## config.mk

```make
export PLATFORM = sky130hd
export DESIGN_NAME = lsu
export DESIGN_NICKNAME = d
export VERILOG_FILES = /design/src/hw/lsu_pkg.sv /design/src/hw/lsu.sv
export SDC_FILE = /design/constraint.sdc
export NUM_CORES = 1
export LEC_CHECK = 0
export ABC_AREA = 1
export BUFFER_PORTS_ARGS = -buffer_cell sky130_fd_sc_hd__buf_2
export CAP_MARGIN = 20
export CORE_AREA = 5 5 128 130
export DETAILED_ROUTE_END_ITERATION = 8
export DIE_AREA = 0 0 133 135
export PLACE_DENSITY_LB_ADDON = 0.15
export SLEW_MARGIN = 20
export SYNTH_ARGS = -nofsm -noshare
export SYNTH_HDL_FRONTEND = slang
export SYNTH_SLANG_ARGS = --single-unit
```

## constraint.sdc

```tcl
create_clock -name vclk -period 1.9
set_input_delay 0.475 -clock vclk [all_inputs]
set_output_delay 0.475 -clock vclk [all_outputs]
set_load 0.05 [all_outputs]
```

## src/hw/lsu_pkg.sv

```systemverilog
`default_nettype none

package lsu_pkg;

    // datapath and address widths
    localparam int XLEN   = 64;
    localparam int ADDR_W = 32;

    // byte lanes per data word
    localparam int STRB_W = XLEN / 8;
    localparam int OFS_W  = $clog2(STRB_W);

    // data memory geometry, word index taken from addr[10:3]
    localparam int SRAM_DEPTH = 256;
    localparam int SRAM_IDX_W = $clog2(SRAM_DEPTH);
    localparam int MEM_BYTES  = SRAM_DEPTH * STRB_W;

    // memory opcodes, bit 3 set for stores
    typedef enum logic [3:0] {
        OP_LB   = 4'b0000,
        OP_LBU  = 4'b0001,
        OP_LH   = 4'b0010,
        OP_LHU  = 4'b0011,
        OP_LW   = 4'b0100,
        OP_LWU  = 4'b0101,
        OP_LD   = 4'b0110,
        OP_SB   = 4'b1000,
        OP_SH   = 4'b1001,
        OP_SW   = 4'b1010,
        OP_SD   = 4'b1011,
        OP_NONE = 4'b1111
    } mem_op_e;

    // access size, log2 of the byte count
    typedef enum logic [1:0] {
        SZ_B = 2'd0,
        SZ_H = 2'd1,
        SZ_W = 2'd2,
        SZ_D = 2'd3
    } acc_size_e;

    typedef struct packed {
        mem_op_e           op;
        logic [ADDR_W-1:0] addr;
        logic [XLEN-1:0]   wdata;
    } mem_req_t;

    typedef struct packed {
        logic [XLEN-1:0] rdata;
        // misaligned address or unknown opcode
        logic            err;
    } mem_resp_t;

    // wdata and wmask sit in the low lanes, the SRAM moves them
    typedef struct packed {
        logic              rd_en;
        logic              wr_en;
        logic [ADDR_W-1:0] addr;
        logic [XLEN-1:0]   wdata;
        logic [STRB_W-1:0] wmask;
        acc_size_e         size;
    } sram_req_t;

endpackage

`default_nettype wire

```

## src/hw/lsu.sv

```systemverilog
`timescale 1ns/1ps
`default_nettype none

module lsu
    import lsu_pkg::*;
(
    input  wire logic            go,
    input  wire mem_req_t        cur_req,
    output sram_req_t            sram_req,
    input  wire logic [XLEN-1:0] sram_rd_data,
    input  wire logic            sram_not_ok,
    output logic      [XLEN-1:0] ls_res,
    output logic                 ls_not_ok,
    output logic                 misaligned
);

    logic            is_load;
    logic            is_store;
    logic            is_unsigned;
    acc_size_e       size;
    logic            bad_addr;
    logic            load_ok;
    logic [XLEN-1:0] rd_shift;
    logic [7:0]      rd_b;
    logic [15:0]     rd_h;
    logic [31:0]     rd_w;

    // opcode decode
    always_comb begin
        is_load     = 1'b0;
        is_store    = 1'b0;
        is_unsigned = 1'b0;
        size        = SZ_B;
        case (cur_req.op)
            OP_LB: begin
                is_load = 1'b1;
            end
            OP_LBU: begin
                is_load     = 1'b1;
                is_unsigned = 1'b1;
            end
            OP_LH: begin
                is_load = 1'b1;
                size    = SZ_H;
            end
            OP_LHU: begin
                is_load     = 1'b1;
                is_unsigned = 1'b1;
                size        = SZ_H;
            end
            OP_LW: begin
                is_load = 1'b1;
                size    = SZ_W;
            end
            OP_LWU: begin
                is_load     = 1'b1;
                is_unsigned = 1'b1;
                size        = SZ_W;
            end
            OP_LD: begin
                is_load = 1'b1;
                size    = SZ_D;
            end
            OP_SB: begin
                is_store = 1'b1;
            end
            OP_SH: begin
                is_store = 1'b1;
                size     = SZ_H;
            end
            OP_SW: begin
                is_store = 1'b1;
                size     = SZ_W;
            end
            OP_SD: begin
                is_store = 1'b1;
                size     = SZ_D;
            end
            default: begin
                size = SZ_B;
            end
        endcase
    end

    // natural alignment only
    always_comb begin
        case (size)
            SZ_H:    bad_addr = cur_req.addr[0];
            SZ_W:    bad_addr = |cur_req.addr[1:0];
            SZ_D:    bad_addr = |cur_req.addr[OFS_W-1:0];
            default: bad_addr = 1'b0;
        endcase
    end

    assign misaligned = bad_addr || !(is_load || is_store);

    // sram command, enables only for a legal access
    always_comb begin
        sram_req.rd_en = go && is_load && !misaligned;
        sram_req.wr_en = go && is_store && !misaligned;
        sram_req.addr  = cur_req.addr;
        sram_req.wdata = cur_req.wdata;
        sram_req.size  = size;
        case (size)
            SZ_B:    sram_req.wmask = 8'h01;
            SZ_H:    sram_req.wmask = 8'h03;
            SZ_W:    sram_req.wmask = 8'h0f;
            default: sram_req.wmask = 8'hff;
        endcase
        if (!is_store) begin
            sram_req.wmask = '0;
        end
    end

    assign ls_not_ok = sram_not_ok;

    // bring the addressed lane down to bit 0
    assign rd_shift = sram_rd_data >> {cur_req.addr[OFS_W-1:0], 3'b000};
    assign rd_b     = rd_shift[7:0];
    assign rd_h     = rd_shift[15:0];
    assign rd_w     = rd_shift[31:0];
    assign load_ok  = is_load && !misaligned;

    // sign or zero extension, zero for stores and refused requests
    always_comb begin
        ls_res = '0;
        if (load_ok) begin
            case (size)
                SZ_B:    ls_res = {{56{rd_b[7] && !is_unsigned}}, rd_b};
                SZ_H:    ls_res = {{48{rd_h[15] && !is_unsigned}}, rd_h};
                SZ_W:    ls_res = {{32{rd_w[31] && !is_unsigned}}, rd_w};
                default: ls_res = sram_rd_data;
            endcase
        end
    end

    // an enabled access never spills past its word
    always_comb begin
        a_in_word: assert final (
            !(sram_req.rd_en || sram_req.wr_en)
            || ((int'(cur_req.addr[OFS_W-1:0]) + (1 << sram_req.size)) <= STRB_W)
        );
    end

endmodule

`default_nettype wire

```

==> impl_metrics.yaml <==
pwr:
  power_leakage_nw: 3.354
  power_frac_seq_pct: 0
  power_w: 0.002520
  peakVddDrop_uv: 148.6
  intPower_w: 0.001020
  combinationalPowerShare_pct: 100.0
  clockPowerShare_pct: 0
  p_sw_share_pct: 59.51
  power_density_nw_per_um2: 382.2
  switchingPower_w: 0.001500
final_layout:
  antenna_cells: 0
  design.seq.count: 0
  finalNonFillerCells: 1092
  nFillCells: 1599
  area_growth_pct: 76.14
  nClkBuffers: 0
  fin_nets: 1072
  seqCellArea_um2: 0
  drive_above_1_share_pct: 48.67
global_routing:
  antenna_found_initial: 0
  grt.overflow.total: 0
  grt_pass1_wl_mm: 28.74
  first_global_vias: 4990
  grt_start_max_net_pins: 35
  grt_usage_pct: 19.44
timing:
  fin_crit_ps: 2460
  setup_slack_ps: -560.0
  maxSlewHeadroom_pct: 78.85
  finalMaxSlewViolations: 0
  hold_viol: 0
  fmax_mhz: 406.5
  finalSetupViolations: 68
  period_share_pct: 129.5
  rsz0062_at_grt: "yes"
  tightest_slew_ps: 314.0
place:
  place_inst: 1068
  dp.final_hpwl_mm: 14.96
  portBuffers: 152
  place_congestion: 0.8687
yosys:
  synthXorXnorAreaFrac_pct: 0
  synth_top_family_by_area: "simple AND/OR/NAND/NOR gates"
  synth_top_area_share_pct: 22.46
  syn-num-nets: 934
  mappedNetlistArea_um2: 3744
  synthMuxAreaShare_pct: 0
  synthAdderAreaFrac_pct: 0
  yosys-top-cells-area: "nand2_1, buf_4, nor2_1"
  yosys.area_share.simple_pct: 43.62
  yosys.area.top_type: "nand2_1"
  synth_cell_types: 28
  syn_avg_cell_area_um2: 4.874
  syn-instance-count: 768
  seq_area_frac_synth_pct: 0
  synth_compound_area_share_pct: 19.75
  yosys_warnings: 0
floorplan:
  dieArea_um2: 17960
  initial_core_util_pct: 24.90
  row_count: 45
  die_w_um: 133
  io_pins: 340
  core_um2: 15030
  fp.dieH_um: 135
flow_run:
  max-cap-violations: 0
drt:
  drtIter0Drc: 307
  drt-total-wl_mm: 18.77
  vias: 5049
  drtAntennaViolNets: 0
  drc: 0
  vias_per_cell: 4.624
  first_pass_iters: 5
  wl_per_cell_um: 17.19
run_status:
  violations: "setup timing"
  status: "complete, but fails checks"
critical_path:
  crit_path_start_kind: "primary input"
  required_ps: 1420
  cp_data_arrival_time_ps: 1980
  path_cells: "buf_12 -> buf_12 -> nor2_4 -> nand2_4 -> nand2_4 -> nand3_4 -> nor2_4 -> buf_6 -> buf_12 -> buf_12 -> nand2_1 -> clkinvlp_4 -> buf_8"
  end_kind: "primary output"
  slowest_delay_ps: 180
  crit_path_max_fanout: 7
  path_class: "in -> out"
  timing.critical_path.mode_cell: "buf_12"
  critPathSlowestCell: "nor2_4"
clock_network:
  hold_buffers: 0
hold_path:
  hold_class: "in -> out"
-- power by group through the flow --
stage                     Combinational, W  Sequential (W)  Clock, W
after CTS                          0.00240               0         0
after global routing               0.00270               0         0
after floorplan                    0.00188               0         0
final                              0.00252               0         0
after global placement             0.00198               0         0
after detailed placement           0.00197               0         0
-- layout by cell type (no fill, tap or decap), drive strengths merged --
master    count
buf         283
nand2       226
nor2        101
inv          79
o21ai        73
a21oi        43
nand3        37
nand4        21
o211ai       13
clkinvlp     10
o22ai         6
and2          4
clkinv        2
clkbuf        2
o21bai        1
a211oi        1
nor4          1
bufbuf        1
-- path summary, 6_finish.rpt --
check	slack (ps)	depth (start not counted)	from	endpoint
worst max-delay path	-560	13	cur_req[64]	ls_res[3]
worst min-delay path	950	0	cur_req[94]	sram_req[104]
-- routing by layer --
layer  track usage, %  wire length, um  vias to the layer above
li1                 -                -                     2594
met1            26.64             8265                     2214
met2            31.88             8743                      227
met3            5.253             1593                       14
met4            1.386              168                        0
met5                0                0                        -
-- cells by family (layout without fill, tap and decap cells) --
group                  Yosys count  in the layout
AOI/OAI and AO/OA              137            137
buffers and inverters          241            377
and+or+nand+nor                390            390
-- synth_stat cells --
cell      instances
nand3_2           1
clkbuf_2          1
o22ai_1           6
nor2_1           97
nor2_4            2
nor4_1            1
nor2_2            2
inv_1            81
nand4_1          18
buf_6             6
a211oi_2          1
nand4_4           1
nand4_2           2
inv_2            10
o21bai_1          1
o211ai_1         13
buf_4           107
buf_1             8
nand2_1         224
buf_2            15
clkbuf_1         13
a21oi_2           1
a21oi_1          42
o21ai_0          69
and2_0            4
o21ai_1           4
nand3_1          36
nand2_2           2
-- metrics by stage --
step           hold slack (ps)  TNS [ps]  util, %  setup WS, ps  cell area, um^2
2_1_floorplan             1020    -20500        -        -373.6             4233
3_3_place_gp             950.3    -44160    34.17        -736.5             5136
3_5_place_dp             950.3    -43590    34.17        -731.6             5136
4_1_cts                  950.3    -31980    41.46        -572.4             6232
5_1_grt                  950.1    -37790    43.86        -644.5             6594
6_report                 950.0    -31540    43.86        -560.0             6594
-- cell type report --
type / count / area (um^2) / area share, %
Multi-Input combinational cell: 527 / 3191 / 48.39
Timing Repair Buffer: 286 / 2746 / 41.65
Tap cell: 188 / 235.2 / 3.567
Inverter: 91 / 421.7 / 6.395
-- critical path: cells and delay by family --
| kind | cells | cell delay [ps] |
|---|---|---|
| buffers and inverters | 7 | 820 |
| AND/OR/NAND/NOR | 6 | 680 |
-- repair_timing --
| item | in CTS | in global routing |
|---|---|---|
| pin swaps | 10 | 17 |
| gates cloned | 4 | 2 |
| setup buffers | 16 | 8 |
| setup endpoints to repair | 68 | 75 |
| resized for setup | 260 | 92 |
(Power assumes the default switching activity.)
