--- config.mk ---
export PLATFORM = sky130hd
export DESIGN_NAME = mem_stage
export DESIGN_NICKNAME = d
export VERILOG_FILES = /design/src/hw/lsu_pkg.sv /design/src/hw/mem_stage.sv
export SDC_FILE = /design/constraint.sdc
export NUM_CORES = 1
export LEC_CHECK = 0
export BUFFER_PORTS_ARGS = -buffer_cell sky130_fd_sc_hd__buf_2
export CAP_MARGIN = 40
export CORE_UTILIZATION = 24
export CTS_CLUSTER_DIAMETER = 30
export DETAILED_ROUTE_END_ITERATION = 8
export MAX_ROUTING_LAYER = met4
export PLACE_DENSITY = 0.53
export REMOVE_ABC_BUFFERS = 1
export SLEW_MARGIN = 0
export SYNTH_ARGS = -nofsm -noshare
export SYNTH_HDL_FRONTEND = slang
export SYNTH_SLANG_ARGS = --single-unit
--- constraint.sdc ---
create_clock -name clk -period 4.35 [get_ports clk]
set_input_delay 0.2175 -clock clk [delete_from_list [all_inputs] [get_ports clk]]
set_output_delay 0.2175 -clock clk [all_outputs]
set_load 0.005 [all_outputs]
--- src/hw/lsu_pkg.sv ---
`default_nettype none

package lsu_pkg;

    // datapath and address widths
    localparam int XLEN   = 64;
    localparam int ADDR_W = 32;

    // byte lanes per data word
    localparam int STRB_W = XLEN / 8;
    localparam int OFS_W  = $clog2(STRB_W);

    // data memory geometry, word index taken from addr[10:3]
    localparam int SRAM_DEPTH = 256;
    localparam int SRAM_IDX_W = $clog2(SRAM_DEPTH);
    localparam int MEM_BYTES  = SRAM_DEPTH * STRB_W;

    // memory opcodes, bit 3 set for stores
    typedef enum logic [3:0] {
        OP_LB   = 4'b0000,
        OP_LBU  = 4'b0001,
        OP_LH   = 4'b0010,
        OP_LHU  = 4'b0011,
        OP_LW   = 4'b0100,
        OP_LWU  = 4'b0101,
        OP_LD   = 4'b0110,
        OP_SB   = 4'b1000,
        OP_SH   = 4'b1001,
        OP_SW   = 4'b1010,
        OP_SD   = 4'b1011,
        OP_NONE = 4'b1111
    } mem_op_e;

    // access size, log2 of the byte count
    typedef enum logic [1:0] {
        SZ_B = 2'd0,
        SZ_H = 2'd1,
        SZ_W = 2'd2,
        SZ_D = 2'd3
    } acc_size_e;

    typedef struct packed {
        mem_op_e           op;
        logic [ADDR_W-1:0] addr;
        logic [XLEN-1:0]   wdata;
    } mem_req_t;

    typedef struct packed {
        logic [XLEN-1:0] rdata;
        // misaligned address or unknown opcode
        logic            err;
    } mem_resp_t;

    // wdata and wmask sit in the low lanes, the SRAM moves them
    typedef struct packed {
        logic              rd_en;
        logic              wr_en;
        logic [ADDR_W-1:0] addr;
        logic [XLEN-1:0]   wdata;
        logic [STRB_W-1:0] wmask;
        acc_size_e         size;
    } sram_req_t;

endpackage

`default_nettype wire

--- src/hw/mem_stage.sv ---
`timescale 1ns/1ps
`default_nettype none

module mem_stage
    import lsu_pkg::*;
(
    input  wire logic            clk,
    input  wire logic            rst_n,
    input  wire mem_req_t        req,
    input  wire logic            req_valid,
    output logic                 req_ready,
    output mem_resp_t            resp,
    output logic                 resp_valid,
    input  wire logic            resp_ready,
    output mem_req_t             cur_req,
    output logic                 go,
    input  wire logic [XLEN-1:0] ls_res,
    input  wire logic            ls_not_ok,
    input  wire logic            misaligned
);

    typedef enum logic [1:0] {
        ST_IDLE,
        ST_ACCESS,
        ST_RESP
    } state_e;

    state_e    state_q;
    mem_req_t  req_q;
    mem_resp_t resp_q;
    logic      accept;
    logic      done;

    assign accept = req_valid && req_ready;
    // refused requests finish without waiting on the SRAM
    assign done   = (state_q == ST_ACCESS) && (misaligned || !ls_not_ok);

    always_ff @(posedge clk) begin
        if (!rst_n) begin
            state_q <= ST_IDLE;
        end else begin
            case (state_q)
                ST_IDLE: begin
                    if (accept) begin
                        state_q <= ST_ACCESS;
                    end
                end
                ST_ACCESS: begin
                    if (done) begin
                        state_q <= ST_RESP;
                    end
                end
                ST_RESP: begin
                    if (resp_ready) begin
                        state_q <= ST_IDLE;
                    end
                end
                default: begin
                    state_q <= ST_IDLE;
                end
            endcase
        end
    end

    // request held for the whole access
    always_ff @(posedge clk) begin
        if (accept) begin
            req_q <= req;
        end
    end

    // result and error frozen until the response is taken
    always_ff @(posedge clk) begin
        if (done) begin
            resp_q.rdata <= ls_res;
            resp_q.err   <= misaligned;
        end
    end

    assign req_ready  = (state_q == ST_IDLE);
    assign resp_valid = (state_q == ST_RESP);
    assign go         = (state_q == ST_ACCESS);
    assign cur_req    = req_q;
    assign resp       = resp_q;

    a_resp_stable: assert property (
        @(posedge clk) disable iff (!rst_n)
        (resp_valid && !resp_ready) |=> (resp_valid && $stable(resp))
    );

endmodule

`default_nettype wire

==> impl_results.md, run 1 <==
- Outcome: did not finish
- Failed at: 4_1_cts
- Post-synthesis xor/xnor area fraction: 0%
- Site row count: 52
- Die Wd: 147 um
- IO Count: 338
- H-tree levels: 4
- Mean post-synth cell area: 28.7 um2
- Synth warn: 0
- Resized Gates After CTS: 0
- Clock Tree Root: clkbuf_16
- Synth Area in Simple Gates: 1.23%
- Post-synthesis mux area share: 0.197%
- Die Y: 147 um
- Number of buffers created by CTS: 17
- # Post-CTS Setup Buffers: 0
- Largest family of logic cells by synthesized area: simple AND/OR/NAND/NOR gates
- Synth Area in Adders: 0%
- CTS sink cnt: 167
- Synth Area in Compound Gates: 0.148%
- Sequential fraction of the synthesis area: 98.4%
- CTS Buffer Depth: 2
- Number of distinct library cells after synthesis: 11
- Placer Congestion: 0.724
- Synth Register Bits: 167
- Post-CTS Hold Fix Bufs: 165
- Mapped cell area: 0.00507 mm2
- DP Wirelength: 9.98 mm
- Port bufs: 337
- Starting density of the core: 24.8%
- Stop err: [ERROR RSZ-0060] Max buffer count reached.
- Syn Inst Count: 177
- Dpl ws: 2.24 ns
[stage by stage]
step	cells	cell area, um2
2_1_floorplan	177	5070
3_3_place_gp	787	7120
3_5_place_dp	787	7120
[logic make-up after synthesis]
| family | Yosys count |
|---|---|
| simple gates | 8 |
| flops | 167 |
| compound gates | 1 |
| mux | 1 |
[synthesized netlist by cell type]
cell type | n | area, um2
mux2i_1 | 1 | 10.0
o21a_1 | 1 | 7.51
nor2b_1 | 2 | 12.5
edfxtp_1 | 165 | 4950
dfxtp_1 | 2 | 40.0
and2_1 | 1 | 6.26
nor2b_4 | 1 | 13.8
and2b_4 | 1 | 10.0
nor3b_1 | 1 | 7.51
nor2_1 | 1 | 3.75
and2b_2 | 1 | 8.76
==> run 2: changes to the inputs <==
--- a/config.mk
+++ b/config.mk
@@ -7,11 +7,9 @@
 export LEC_CHECK = 0
 export BUFFER_PORTS_ARGS = -buffer_cell sky130_fd_sc_hd__buf_2
 export CAP_MARGIN = 40
-export CORE_UTILIZATION = 24
-export CTS_CLUSTER_DIAMETER = 30
+export CORE_UTILIZATION = 20
 export DETAILED_ROUTE_END_ITERATION = 8
-export MAX_ROUTING_LAYER = met4
-export PLACE_DENSITY = 0.53
+export PLACE_DENSITY_LB_ADDON = 0.15
 export REMOVE_ABC_BUFFERS = 1
 export SLEW_MARGIN = 0
 export SYNTH_ARGS = -nofsm -noshare
==> run 2 against run 1 <==
Effect of this change:
- the run now ends clean
- synthesized cell count unchanged
- area after synthesis unchanged
==> impl_results.md, run 2 <==
- Commonest non-fill, non-tap cells in the layout: buf_2 (337), dlygate4sd3_1 (166), edfxtp_1 (165)
- Synth Area in Adders: 0% (unchanged)
- Clock Skew: 0.0103 ns
- Top FF cell, synth: edfxtp_1
- Final hold viol count: 0
- # nets final: 872
- Synth top area share: 97.6% (unchanged)
- Final period util: 44.0%
- Post-Route WL: 15.3 mm
- Port bufs: 337 (unchanged)
- Synth Area in Compound Gates: 0.148% (unchanged)
- First DRT Iteration DRCs: 187
- Starting density of the core: 20.6% (-4.1 points)
- Pwr Total: 3.78 mW
- Mean post-synth cell area: 28.7 um2 (unchanged)
- Core area: 0.0246 mm2
- Sequential fraction of the synthesis area: 98.4% (unchanged)
- P&R area growth vs syn: 86.2%
- PD cells: 400 mW/mm2
- Ant diodes: 0
- DP Wirelength: 10.6 mm (+6.3%)
- Resized Gates After CTS: 0 (unchanged)
- Cell Chain, Critical Path: nor2_1 > and2_4 > buf_16 > buf_4
- Post-synthesis xor/xnor area fraction: 0% (unchanged)
- Vias in the first global route: 4222
- Outcome: complete, no violations
- CTS tree: built
- Grt ovf: 0
- Syn Inst Count: 177 (unchanged)
- Number of distinct library cells after synthesis: 11 (unchanged)
- Most common cell after layout, fill and taps aside: buf_2
- Fraction of registers with async set/reset: 0% (unchanged)
- IO Count: 338 (unchanged)
- Crit-path max cell delay: 0.43 ns
- CTS sink cnt: 167 (unchanged)
- H-tree levels: 4 (unchanged)
- Crit Path Class: flip-flop to flip-flop
- Clk_lat worst skew: 0.42 ns
- Final Critical Period: 1.91 ns
- First-pass GRT wire length: 23.0 mm
- Largest family of logic cells by synthesized area: simple AND/OR/NAND/NOR gates
- Final Util: 38.4%
- Crit path required time: 4.44 ns
- CP Data Arrival Time: 2.00 ns
- Post-synth EDFFs: 165 (unchanged)
- Die Wd: 161 um (+9.4%)
- Via count: 3798
- Placer Congestion: 0.726 (+0.29%)
- Synth Register Bits: 167 (unchanged)
- RSZ-0062 raised after global routing: no
- Number of buffers created by CTS: 17 (unchanged)
- Die area: 0.0260 mm2
- Die Y: 161 um (+9.4%)
- Max Slew Vio Count: 0
- CTS Buffer Depth: 2 (unchanged)
- CP max FO: 47
- DRC: 0
- Fillers: 2304
- Fmax: 523 MHz
- Post-synth top area cell: edfxtp_1
- Ranking of synthesized cells by area: edfxtp_1 (98%), dfxtp_1 (0.79%), nor2b_4 (0.27%)
- Multi-input gate area: 82.6 um2
- Post-synthesis mux area share: 0.197% (unchanged)
- Pleak: 3.92 nW
- Most frequent cell after synthesis: edfxtp_1
- Sequential cell area: 0.00499 mm2
- Gr usage total: 11.8%
- Drt pass-1 iters: 3
- Wire length per cell: 14.7 um
- Post-DRT Antenna Nets: 0
- Largest net degree at the start of global routing: 67
- Setup TNS: 0 ns
- Synth Area in Simple Gates: 1.23% (unchanged)
- Worst-path clk slew: 0.06 ns
- Commonest cells post-synth: edfxtp_1 (165), dfxtp_1 (2), nor2b_1 (2)
- Initial antenna violation count: 2
- Clock Tree Root: clkbuf_16
- Vias per cell: 3.66
- # Post-CTS Setup Buffers: 0 (unchanged)
- Mapped cell area: 0.00507 mm2 (unchanged)
- Site row count: 57 (+9.6%)
- Final setup fails: 0
- VDD IR max: 0.172 mV
- Crit-path slowest cell: and2_4
- Worst Hold Class: primary input to flip-flop
- Layout cells sized above 1: 52.2%
- Tightest Pin Transition: 0.845 ns
- Max FFs per register: 100
- Slew margin rel.: 43.7%
- Worst setup SP type: flip-flop
- Nature of the critical path endpoint: flip-flop
- Synth warn: 0 (unchanged)
- Max-cap violations: 0
[run 2: cell counts after synthesis]
Identical to the previous run, type by type.
[run 2: critical path: cells and delay by family, from the launching register on]
family / cells / cell delay (ns)
buf+inv: 2 / 0.66
simple gates: 2 / 0.56
flops: 1 / 0.34
[run 2: stage by stage]
stage	worst slack, ns	std cells	hold WS (ns)	area (um2)
after CTS	2.39	1037	0.00145	9440
after global routing	2.26	1038	0.110	9450
after detailed placement	2.39	841	0.396	7210
after floorplan	1.06	177	0.316	5070
final	2.44	1038	0.107	9450
after global placement	2.23	840	0.394	7180
[run 2: logic make-up after synthesis]
logic type / Yosys count
flops: 167
mux: 1
simple gates: 8
compound gates: 1
[run 2: final cells by class]
type,instances,area share [%]
timing repair buffer,506,35.9
tap,324,4.29
clock inverter,13,1.55
sequential,167,52.9
multi-input combinational,10,0.874
clock buffer,18,4.54
[run 2: layer usage]
metal | wire length (um) | track usage (%) | vias up
li1 | - | - | 1762
met4 | 174 | 4.12 | 4
met1 | 5790 | 12.4 | 1781
met2 | 7590 | 20.7 | 239
met3 | 1670 | 5.37 | 12
met5 | 27 | 0 | -
[run 2: worst paths after layout]
kind                            from  cells past startpoint                       to  slack (ns)
max          state_q[0]$_SDFFE_PN0P_                      4     cur_req[0]$_DFFE_PP_        2.44
max reg2reg  state_q[0]$_SDFFE_PN0P_                      4     cur_req[0]$_DFFE_PP_        2.44
min                       resp_ready                      3  state_q[1]$_SDFFE_PN0P_        0.11
min reg2reg  state_q[1]$_SDFFE_PN0P_                      1  state_q[0]$_SDFFE_PN0P_        0.46
[run 2: power breakdown]
group          internal [mW]  switching [mW]
clock                  0.850           0.650
combinational          0.217           0.149
sequential              1.89          0.0235
[run 2: repair_timing]
action | CTS | global route
hold endpoints to repair | 165 | 1
setup endpoints to repair | 0 | 0
hold buffers | 165 | 1
(Power assumes the default switching activity.)
